===== src/verilog/cpu_pkg.sv =====
package cpu_pkg;

    localparam int XLEN = 32;

    // RV32I major opcodes
    localparam logic [6:0] OP_REG    = 7'b0110011;
    localparam logic [6:0] OP_IMM    = 7'b0010011;
    localparam logic [6:0] OP_LOAD   = 7'b0000011;
    localparam logic [6:0] OP_STORE  = 7'b0100011;
    localparam logic [6:0] OP_BRANCH = 7'b1100011;

    typedef enum logic [2:0] {
        ALU_ADD,
        ALU_SUB,
        ALU_AND,
        ALU_OR,
        ALU_XOR
    } alu_op_t;

    typedef struct packed {
        logic            valid;
        logic [XLEN-1:0] pc;
        logic [XLEN-1:0] rs1_value;
        logic [XLEN-1:0] rs2_value;
        logic [XLEN-1:0] imm;
        alu_op_t         alu_op;
        logic            alu_src_imm; // Second operand is imm
        logic            branch;
        logic            mem_read;
        logic            mem_write;
        logic            reg_write;
        logic [4:0]      rd;
    } de_ex_t;

    typedef struct packed {
        logic            valid;
        logic [XLEN-1:0] result;    // ALU result or byte address
        logic [XLEN-1:0] rs2_value; // Store data
        logic            mem_read;
        logic            mem_write;
        logic            reg_write;
        logic [4:0]      rd;
    } ex_mem_t;

    // Register write port
    typedef struct packed {
        logic            valid;
        logic            reg_write;
        logic [4:0]      rd;
        logic [XLEN-1:0] data;
    } mem_wb_t;

endpackage


===== src/verilog/cpu_buses.sv =====
`timescale 1ns/10ps

// Data RAM port, word addressed
interface ram_bus #(
    parameter int ADDR_W = 6
);
    logic [ADDR_W-1:0]        addr;
    logic [cpu_pkg::XLEN-1:0] wdata;
    logic                     we;
    logic [cpu_pkg::XLEN-1:0] rdata; // Combinational read

    modport master (output addr, output wdata, output we, input rdata);
    modport slave (input addr, input wdata, input we, output rdata);
endinterface

// Two read ports of the register file
interface rf_read_bus;
    logic [4:0]               addr1;
    logic [4:0]               addr2;
    logic [cpu_pkg::XLEN-1:0] value1;
    logic [cpu_pkg::XLEN-1:0] value2;

    modport requester (output addr1, output addr2, input value1, input value2);
    modport responder (input addr1, input addr2, output value1, output value2);
endinterface


===== src/verilog/register_bank.sv =====
`timescale 1ns/10ps

module register_bank #(
    parameter int LED_REG = 1
) (
    input  logic                clock,
    input  logic                rst,
    input  logic                enable,
    rf_read_bus.responder       rf,
    input  cpu_pkg::mem_wb_t    wb,
    output logic [5:0]          led
);
    logic [cpu_pkg::XLEN-1:0] regs [32];
    logic                     wr_active;

    assign wr_active = wb.valid && wb.reg_write && (wb.rd != 5'd0); // x0 never written

    always_ff @(posedge clock) begin
        if (rst) begin
            for (int i = 0; i < 32; i++) begin
                regs[i] <= '0;
            end
        end else if (enable && wr_active) begin
            regs[wb.rd] <= wb.data;
        end
    end

    // Write-through so a reader in the same cycle sees the new value
    assign rf.value1 = (wr_active && wb.rd == rf.addr1) ? wb.data : regs[rf.addr1];
    assign rf.value2 = (wr_active && wb.rd == rf.addr2) ? wb.data : regs[rf.addr2];

    assign led = regs[LED_REG][5:0];

    a_x0_zero: assert property (@(posedge clock) disable iff (rst)
        (rf.addr1 == 5'd0) |-> (rf.value1 == '0) && (regs[0] == '0));

endmodule


===== src/verilog/fetch.sv =====
`timescale 1ns/10ps

module fetch (
    input  logic                     clock,
    input  logic                     rst,
    input  logic                     enable,
    input  logic                     branch_taken,
    input  logic [cpu_pkg::XLEN-1:0] branch_target,
    input  logic [31:0]              rom_data,
    output logic [7:0]               rom_address,
    output logic [31:0]              instr,
    output logic [cpu_pkg::XLEN-1:0] pc,
    output logic                     valid
);
    logic [cpu_pkg::XLEN-1:0] fetch_pc; // Address being fetched now

    assign rom_address = fetch_pc[9:2];

    always_ff @(posedge clock) begin
        if (rst) begin
            fetch_pc <= '0;
            valid    <= 1'b0;
        end else if (enable) begin
            if (branch_taken) begin
                fetch_pc <= branch_target;
                valid    <= 1'b0; // Squash the wrong-path fetch
            end else begin
                fetch_pc <= fetch_pc + 32'd4;
                valid    <= 1'b1;
            end
            instr <= rom_data;
            pc    <= fetch_pc;
        end
    end

    a_target_aligned: assert property (@(posedge clock) disable iff (rst)
        branch_taken |-> (branch_target[1:0] == 2'b00));

endmodule


===== src/verilog/decode.sv =====
`timescale 1ns/10ps

module decode (
    input  logic                     clock,
    input  logic                     rst,
    input  logic                     enable,
    input  logic [31:0]              instr,
    input  logic [cpu_pkg::XLEN-1:0] pc,
    input  logic                     valid,
    input  logic                     flush,
    rf_read_bus.requester            rf,
    output cpu_pkg::de_ex_t          de_ex
);
    logic [6:0]               opcode;
    logic [4:0]               rd;
    logic [2:0]               funct3;
    logic [6:0]               funct7;
    logic [cpu_pkg::XLEN-1:0] imm_i;
    logic [cpu_pkg::XLEN-1:0] imm_s;
    logic [cpu_pkg::XLEN-1:0] imm_b;
    cpu_pkg::de_ex_t          de_ex_d;

    assign opcode = instr[6:0];
    assign rd     = instr[11:7];
    assign funct3 = instr[14:12];
    assign funct7 = instr[31:25];

    assign imm_i = {{20{instr[31]}}, instr[31:20]};
    assign imm_s = {{20{instr[31]}}, instr[31:25], instr[11:7]};
    assign imm_b = {{19{instr[31]}}, instr[31], instr[7], instr[30:25], instr[11:8], 1'b0};

    assign rf.addr1 = instr[19:15];
    assign rf.addr2 = instr[24:20];

    always_comb begin
        de_ex_d           = '0; // Default is a no-op
        de_ex_d.valid     = valid && !flush;
        de_ex_d.pc        = pc;
        de_ex_d.rs1_value = rf.value1;
        de_ex_d.rs2_value = rf.value2;
        de_ex_d.rd        = rd;
        de_ex_d.alu_op    = cpu_pkg::ALU_ADD;
        case (opcode)
            cpu_pkg::OP_REG: begin
                de_ex_d.reg_write = 1'b1;
                case ({funct7, funct3})
                    {7'b0000000, 3'b000}: de_ex_d.alu_op = cpu_pkg::ALU_ADD;
                    {7'b0100000, 3'b000}: de_ex_d.alu_op = cpu_pkg::ALU_SUB;
                    {7'b0000000, 3'b111}: de_ex_d.alu_op = cpu_pkg::ALU_AND;
                    {7'b0000000, 3'b110}: de_ex_d.alu_op = cpu_pkg::ALU_OR;
                    {7'b0000000, 3'b100}: de_ex_d.alu_op = cpu_pkg::ALU_XOR;
                    default:              de_ex_d.reg_write = 1'b0;
                endcase
            end
            cpu_pkg::OP_IMM: begin
                if (funct3 == 3'b000) begin // ADDI only
                    de_ex_d.reg_write   = 1'b1;
                    de_ex_d.alu_src_imm = 1'b1;
                    de_ex_d.imm         = imm_i;
                end
            end
            cpu_pkg::OP_LOAD: begin
                if (funct3 == 3'b010) begin // LW
                    de_ex_d.mem_read    = 1'b1;
                    de_ex_d.reg_write   = 1'b1;
                    de_ex_d.alu_src_imm = 1'b1;
                    de_ex_d.imm         = imm_i;
                end
            end
            cpu_pkg::OP_STORE: begin
                if (funct3 == 3'b010) begin // SW
                    de_ex_d.mem_write   = 1'b1;
                    de_ex_d.alu_src_imm = 1'b1;
                    de_ex_d.imm         = imm_s;
                end
            end
            cpu_pkg::OP_BRANCH: begin
                if (funct3 == 3'b000) begin // BEQ
                    de_ex_d.branch = 1'b1;
                    de_ex_d.imm    = imm_b;
                end
            end
            default: ;
        endcase
        if (rd == 5'd0) de_ex_d.reg_write = 1'b0;
    end

    always_ff @(posedge clock) begin
        if (rst) begin
            de_ex.valid <= 1'b0;
        end else if (enable) begin
            de_ex <= de_ex_d;
        end
    end

endmodule


===== src/verilog/execute.sv =====
`timescale 1ns/10ps

module execute (
    input  logic                     clock,
    input  logic                     rst,
    input  logic                     enable,
    input  cpu_pkg::de_ex_t          de_ex,
    output logic                     branch_taken,
    output logic [cpu_pkg::XLEN-1:0] branch_target,
    output cpu_pkg::ex_mem_t         ex_mem
);
    logic [cpu_pkg::XLEN-1:0] operand_b;
    logic [cpu_pkg::XLEN-1:0] result;

    assign operand_b = de_ex.alu_src_imm ? de_ex.imm : de_ex.rs2_value;

    always_comb begin
        case (de_ex.alu_op)
            cpu_pkg::ALU_SUB: result = de_ex.rs1_value - operand_b;
            cpu_pkg::ALU_AND: result = de_ex.rs1_value & operand_b;
            cpu_pkg::ALU_OR:  result = de_ex.rs1_value | operand_b;
            cpu_pkg::ALU_XOR: result = de_ex.rs1_value ^ operand_b;
            default:          result = de_ex.rs1_value + operand_b;
        endcase
    end

    // BEQ resolves here, two younger slots get squashed
    assign branch_taken  = de_ex.valid && de_ex.branch && (de_ex.rs1_value == de_ex.rs2_value);
    assign branch_target = de_ex.pc + de_ex.imm;

    always_ff @(posedge clock) begin
        if (rst) begin
            ex_mem.valid <= 1'b0;
        end else if (enable) begin
            ex_mem.valid     <= de_ex.valid;
            ex_mem.result    <= result;
            ex_mem.rs2_value <= de_ex.rs2_value;
            ex_mem.mem_read  <= de_ex.mem_read;
            ex_mem.mem_write <= de_ex.mem_write;
            ex_mem.reg_write <= de_ex.reg_write;
            ex_mem.rd        <= de_ex.rd;
        end
    end

    a_mem_excl: assert property (@(posedge clock) disable iff (rst)
        de_ex.valid |-> !(de_ex.mem_read && de_ex.mem_write));

endmodule


===== src/verilog/ram.sv =====
`timescale 1ns/10ps

module ram #(
    parameter int RAM_WORDS = 64
) (
    input  logic    clock,
    input  logic    enable,
    ram_bus.slave   bus
);
    logic [cpu_pkg::XLEN-1:0] words [RAM_WORDS];

    always_ff @(posedge clock) begin
        if (enable && bus.we) begin
            words[bus.addr] <= bus.wdata;
        end
    end

    assign bus.rdata = words[bus.addr]; // Same-cycle read

    // Catches a non power of two size being overrun
    a_addr_range: assert property (@(posedge clock)
        (enable && bus.we) |-> (int'(bus.addr) < RAM_WORDS));

endmodule


===== src/verilog/memory.sv =====
`timescale 1ns/10ps

module memory #(
    parameter int RAM_WORDS = 64
) (
    input  logic              clock,
    input  logic              rst,
    input  logic              enable,
    input  cpu_pkg::ex_mem_t  ex_mem,
    ram_bus.master            ram,
    output cpu_pkg::mem_wb_t  mem_wb
);
    localparam int AW = $clog2(RAM_WORDS);

    logic [cpu_pkg::XLEN-1:0] wb_data;

    // Word index from the byte address
    assign ram.addr  = ex_mem.result[AW+1:2];
    assign ram.wdata = ex_mem.rs2_value;
    assign ram.we    = ex_mem.valid && ex_mem.mem_write;

    assign wb_data = ex_mem.mem_read ? ram.rdata : ex_mem.result; // Load or ALU

    always_ff @(posedge clock) begin
        if (rst) begin
            mem_wb.valid <= 1'b0;
        end else if (enable) begin
            mem_wb.valid     <= ex_mem.valid;
            mem_wb.reg_write <= ex_mem.reg_write;
            mem_wb.rd        <= ex_mem.rd;
            mem_wb.data      <= wb_data;
        end
    end

endmodule


===== src/verilog/cpu.sv =====
`timescale 1ns/10ps

module cpu #(
    parameter int RAM_WORDS = 64,
    parameter int LED_REG   = 1
) (
    input  logic        clock,
    input  logic        rst,
    input  logic        enable,
    input  logic [31:0] rom_data,
    output logic [7:0]  rom_address,
    output logic [5:0]  led
);
    logic [31:0]              if_instr;
    logic [cpu_pkg::XLEN-1:0] if_pc;
    logic                     if_valid;
    cpu_pkg::de_ex_t          de_ex;
    cpu_pkg::ex_mem_t         ex_mem;
    cpu_pkg::mem_wb_t         mem_wb;
    logic                     branch_taken;
    logic [cpu_pkg::XLEN-1:0] branch_target;

    ram_bus #(.ADDR_W($clog2(RAM_WORDS))) ram_if ();
    rf_read_bus rf_if ();

    fetch u_fetch (
        .clock(clock), .rst(rst), .enable(enable),
        .branch_taken(branch_taken), .branch_target(branch_target),
        .rom_data(rom_data), .rom_address(rom_address),
        .instr(if_instr), .pc(if_pc), .valid(if_valid)
    );

    decode u_decode (
        .clock(clock), .rst(rst), .enable(enable),
        .instr(if_instr), .pc(if_pc), .valid(if_valid),
        .flush(branch_taken), // Taken BEQ kills the decode slot
        .rf(rf_if.requester), .de_ex(de_ex)
    );

    execute u_execute (
        .clock(clock), .rst(rst), .enable(enable), .de_ex(de_ex),
        .branch_taken(branch_taken), .branch_target(branch_target), .ex_mem(ex_mem)
    );

    memory #(.RAM_WORDS(RAM_WORDS)) u_memory (
        .clock(clock), .rst(rst), .enable(enable),
        .ex_mem(ex_mem), .ram(ram_if.master), .mem_wb(mem_wb)
    );

    ram #(.RAM_WORDS(RAM_WORDS)) u_ram (
        .clock(clock), .enable(enable), .bus(ram_if.slave)
    );

    register_bank #(.LED_REG(LED_REG)) u_register_bank (
        .clock(clock), .rst(rst), .enable(enable),
        .rf(rf_if.responder), .wb(mem_wb), .led(led)
    );

endmodule


===== config.mk =====
export PLATFORM = sky130hd
export DESIGN_NAME = cpu
export DESIGN_NICKNAME = d
export VERILOG_FILES = /design/src/verilog/cpu_pkg.sv /design/src/verilog/cpu_buses.sv /design/src/verilog/register_bank.sv /design/src/verilog/fetch.sv /design/src/verilog/decode.sv /design/src/verilog/execute.sv /design/src/verilog/ram.sv /design/src/verilog/memory.sv /design/src/verilog/cpu.sv
export SDC_FILE = /design/constraint.sdc
export NUM_CORES = 2
export LEC_CHECK = 0
export BUFFER_PORTS_ARGS = -buffer_cell sky130_fd_sc_hd__buf_2
export CORE_ASPECT_RATIO = 1.25
export CORE_MARGIN = 8
export CORE_UTILIZATION = 65
export DETAILED_ROUTE_END_ITERATION = 6
export PLACE_DENSITY = 0.85
export SYNTH_ARGS = -nofsm -noshare
export SYNTH_HDL_FRONTEND = slang
export SYNTH_HIERARCHICAL = 1
export SYNTH_SLANG_ARGS = --single-unit

===== constraint.sdc =====
create_clock -name clock -period 18 [get_ports clock]
set_input_delay 0.9 -clock clock [delete_from_list [all_inputs] [get_ports clock]]
set_output_delay 0.9 -clock clock [all_outputs]
set_load 0.02 [all_outputs]

==> metrics.md <==
| Metric | Value |
|---|---|
| Status | complete, but fails checks |
| Failing checks | DRC, capacitance limit, slew limit |
| Initial Util | 65.23% |
| I/O Buffers | 48 |
| TNS Setup | 0 ns |
| Initial DRT Pass Iterations | 7 |
| Yosys warning total | 6 |
| DIE HEIGHT | 550.6 um |
| Slowest CP cell | buf_4 |
| Count of final setup violators | 0 |
| GRT Overall Usage | 34.41% |
| Leading cell type in the layout, fill and taps excluded | edfxtp_1 |
| Crit path launch type | flop |
| IO Pins | 49 |
| Crit path DAT | 6.60 ns |
| Clk_lat worst skew | 0.92 ns |
| Fmax | 167.7 MHz |
| Post-CTS setup buffer count | 0 |
| Critical Path Source | u_decode/de_ex[9] |
| Critical path data required time | 18.63 ns |
| Actual transition at the worst max-transition pin | 1.557 ns |
| Crit-path max FO | 64 |
| Pin count of the biggest net entering global routing | 135 |
| Die footprint | 244300 sq um |
| Critical path type | reg -> reg |
| Mean Syn Cell Area | 16.08 sq um |
| Wire per inst | 35.65 um |
| Worst hold path class | in -> reg |
| Cell chain of the critical path | buf_4 > mux2i_1 > ha_1 > o221ai_1 > or3_1 > nor3_1 > and2_1 > nor2_1 > xnor2_1 > ha_1 > nand2_1 > nor4_1 > o2111ai_1 > or4_1 > a31o_2 > xnor2_1 > a221o_1 |
| Max clock buf depth | 4 |
| Peak supply drop | 0.0001044 V |
| Iteration-0 DRC Markers | 15630 |
| Critical path buffer and inverter count | 1 |
| Core area | 227800 sq um |
| DRC viols | 15 |
| Vias | 92370 |
| Total congestion overflow | 0 |
| Clock sinks | 3338 |
| Max-Cap Viols | 1 |
| Most frequent cells in the layout | edfxtp_1 (3324), and2_1 (1010), mux4_2 (526), o22ai_1 (329), clkbuf_16 (328) |
| Detailed Route WL | 435300 um |
| Root Buffer | clkbuf_16 |
| Tcrit/Tclk final | 33.13% |
| Worst R2R Start | u_decode/de_ex[9] |
| Share of layout cells above drive strength 1 | 19.29% |
| Post-layout nets | 9134 |
| Synthesized cell area | 148600 sq um |
| Fin. max-slew vios | 2 |
| Synth Instances | 9243 |
| Post-CTS Hold Fix Bufs | 0 |
| PwrDens | 105.4 nW/um^2 |
| Fin worst setup slack | 12.04 ns |
| HPWL Detailed | 252400 um |
| Via density per instance | 7.564 |
| Pre-CTS setup slack | 12.06 ns |
| First-pass GRT wire length | 618700 um |
| CP top delay family | simple AND/OR/NAND/NOR gates |
| GP Congestion | 0.9515 |
| TritonCTS clock tree | done |
| Skew final | 0.08850 ns |
| Initial antenna violation count | 25 |
| Antenna Violating Nets Remaining | 0 |
| HP Start | rom_data[12] |
| Standard-cell rows | 196 |
| Post-CTS Resized | 0 |
| Area grow syn2layout | 8.301% |
| Setup crit end kind | flop |
| Clock H-tree levels | 5 |
| Max_slew headroom | -4.754% |
| Crit path time final | 5.963 ns |
| Final Hold Violating Endpoints | 0 |
| Num CTS Buffers | 319 |
| Die width | 443.7 um |
| Crit-path max cell delay | 0.62 ns |
| Reg clk slew, reported paths | 0.07 ns |
| Unrepaired setup endpoints after global routing | no |
| Static Leak | 53.22 nW |
| Vias in the first global route | 91130 |
==> path summary, 6_finish.rpt <==
check                           cells past startpoint                    to  slack [ns]
worst max-delay path                               17  u_execute/ex_mem[71]       12.04
worst min-delay path                                1     u_fetch/instr[12]        0.17
worst max register to register                     17  u_execute/ex_mem[71]       12.04
worst min register to register                      0   u_decode/de_ex[111]        0.41
==> per-layer routing <==
layer	vias up	share of wire [%]	track usage, %
met1	45830	31	41.65
li1	36380	-	-
met3	1793	13	8.857
met5	-	0.022	0
met4	16	7.4	20.93
met2	8348	48	56.07
==> state kept, by name (all words and copies together), names as in the netlist <==
| signal | count |
|---|---|
| u_decode/de_ex | 101 |
| u_ram/words | 2048 |
| u_register_bank/regs | 1024 |
| u_fetch/pc | 10 |
| u_fetch/fetch_pc | 10 |
| u_memory/mem_wb | 39 |
| u_execute/ex_mem | 73 |
| u_fetch/valid | 1 |
| u_fetch/instr | 32 |
==> where the power goes <==
part	internal, mW	total (mW)	switching [mW]
registers	8.67	8.80	0.126
clock network	3.71	6.58	2.87
logic	0.546	1.58	1.03
==> layout make-up <==
cell class                      instances  area (sq um)
Tap cell                             2970          3716
Inverter                               88         332.8
Antenna cell                           16         40.04
Clock buffer                          388          8443
Clock inverter                        169          1550
Multi-Input combinational cell       4961         44640
Timing Repair Buffer                  282          2135
Fill cell                           13110         66870
Sequential cell                      3338        100100
==> stage by stage <==
| stage | hold slack, ns | std cells | area [sq um] | power (mW) | util [%] |
|---|---|---|---|---|---|
| final | 0.1711 | 12210 | 161000 | 16.96 | 70.65 |
| after global routing | 0.1618 | 12200 | 160900 | 17.28 | 70.63 |
| after CTS | 0.1271 | 12190 | 160900 | 16.91 | 70.60 |
| after detailed placement | 0.4045 | 11640 | 150900 | 10.46 | 66.22 |
| after global placement | 0.4010 | 11640 | 150900 | 10.41 | 66.22 |
| after floorplan | 0.4003 | 9274 | 148700 | 9.907 | - |
Note: power is estimated with default switching activity, not from simulation.
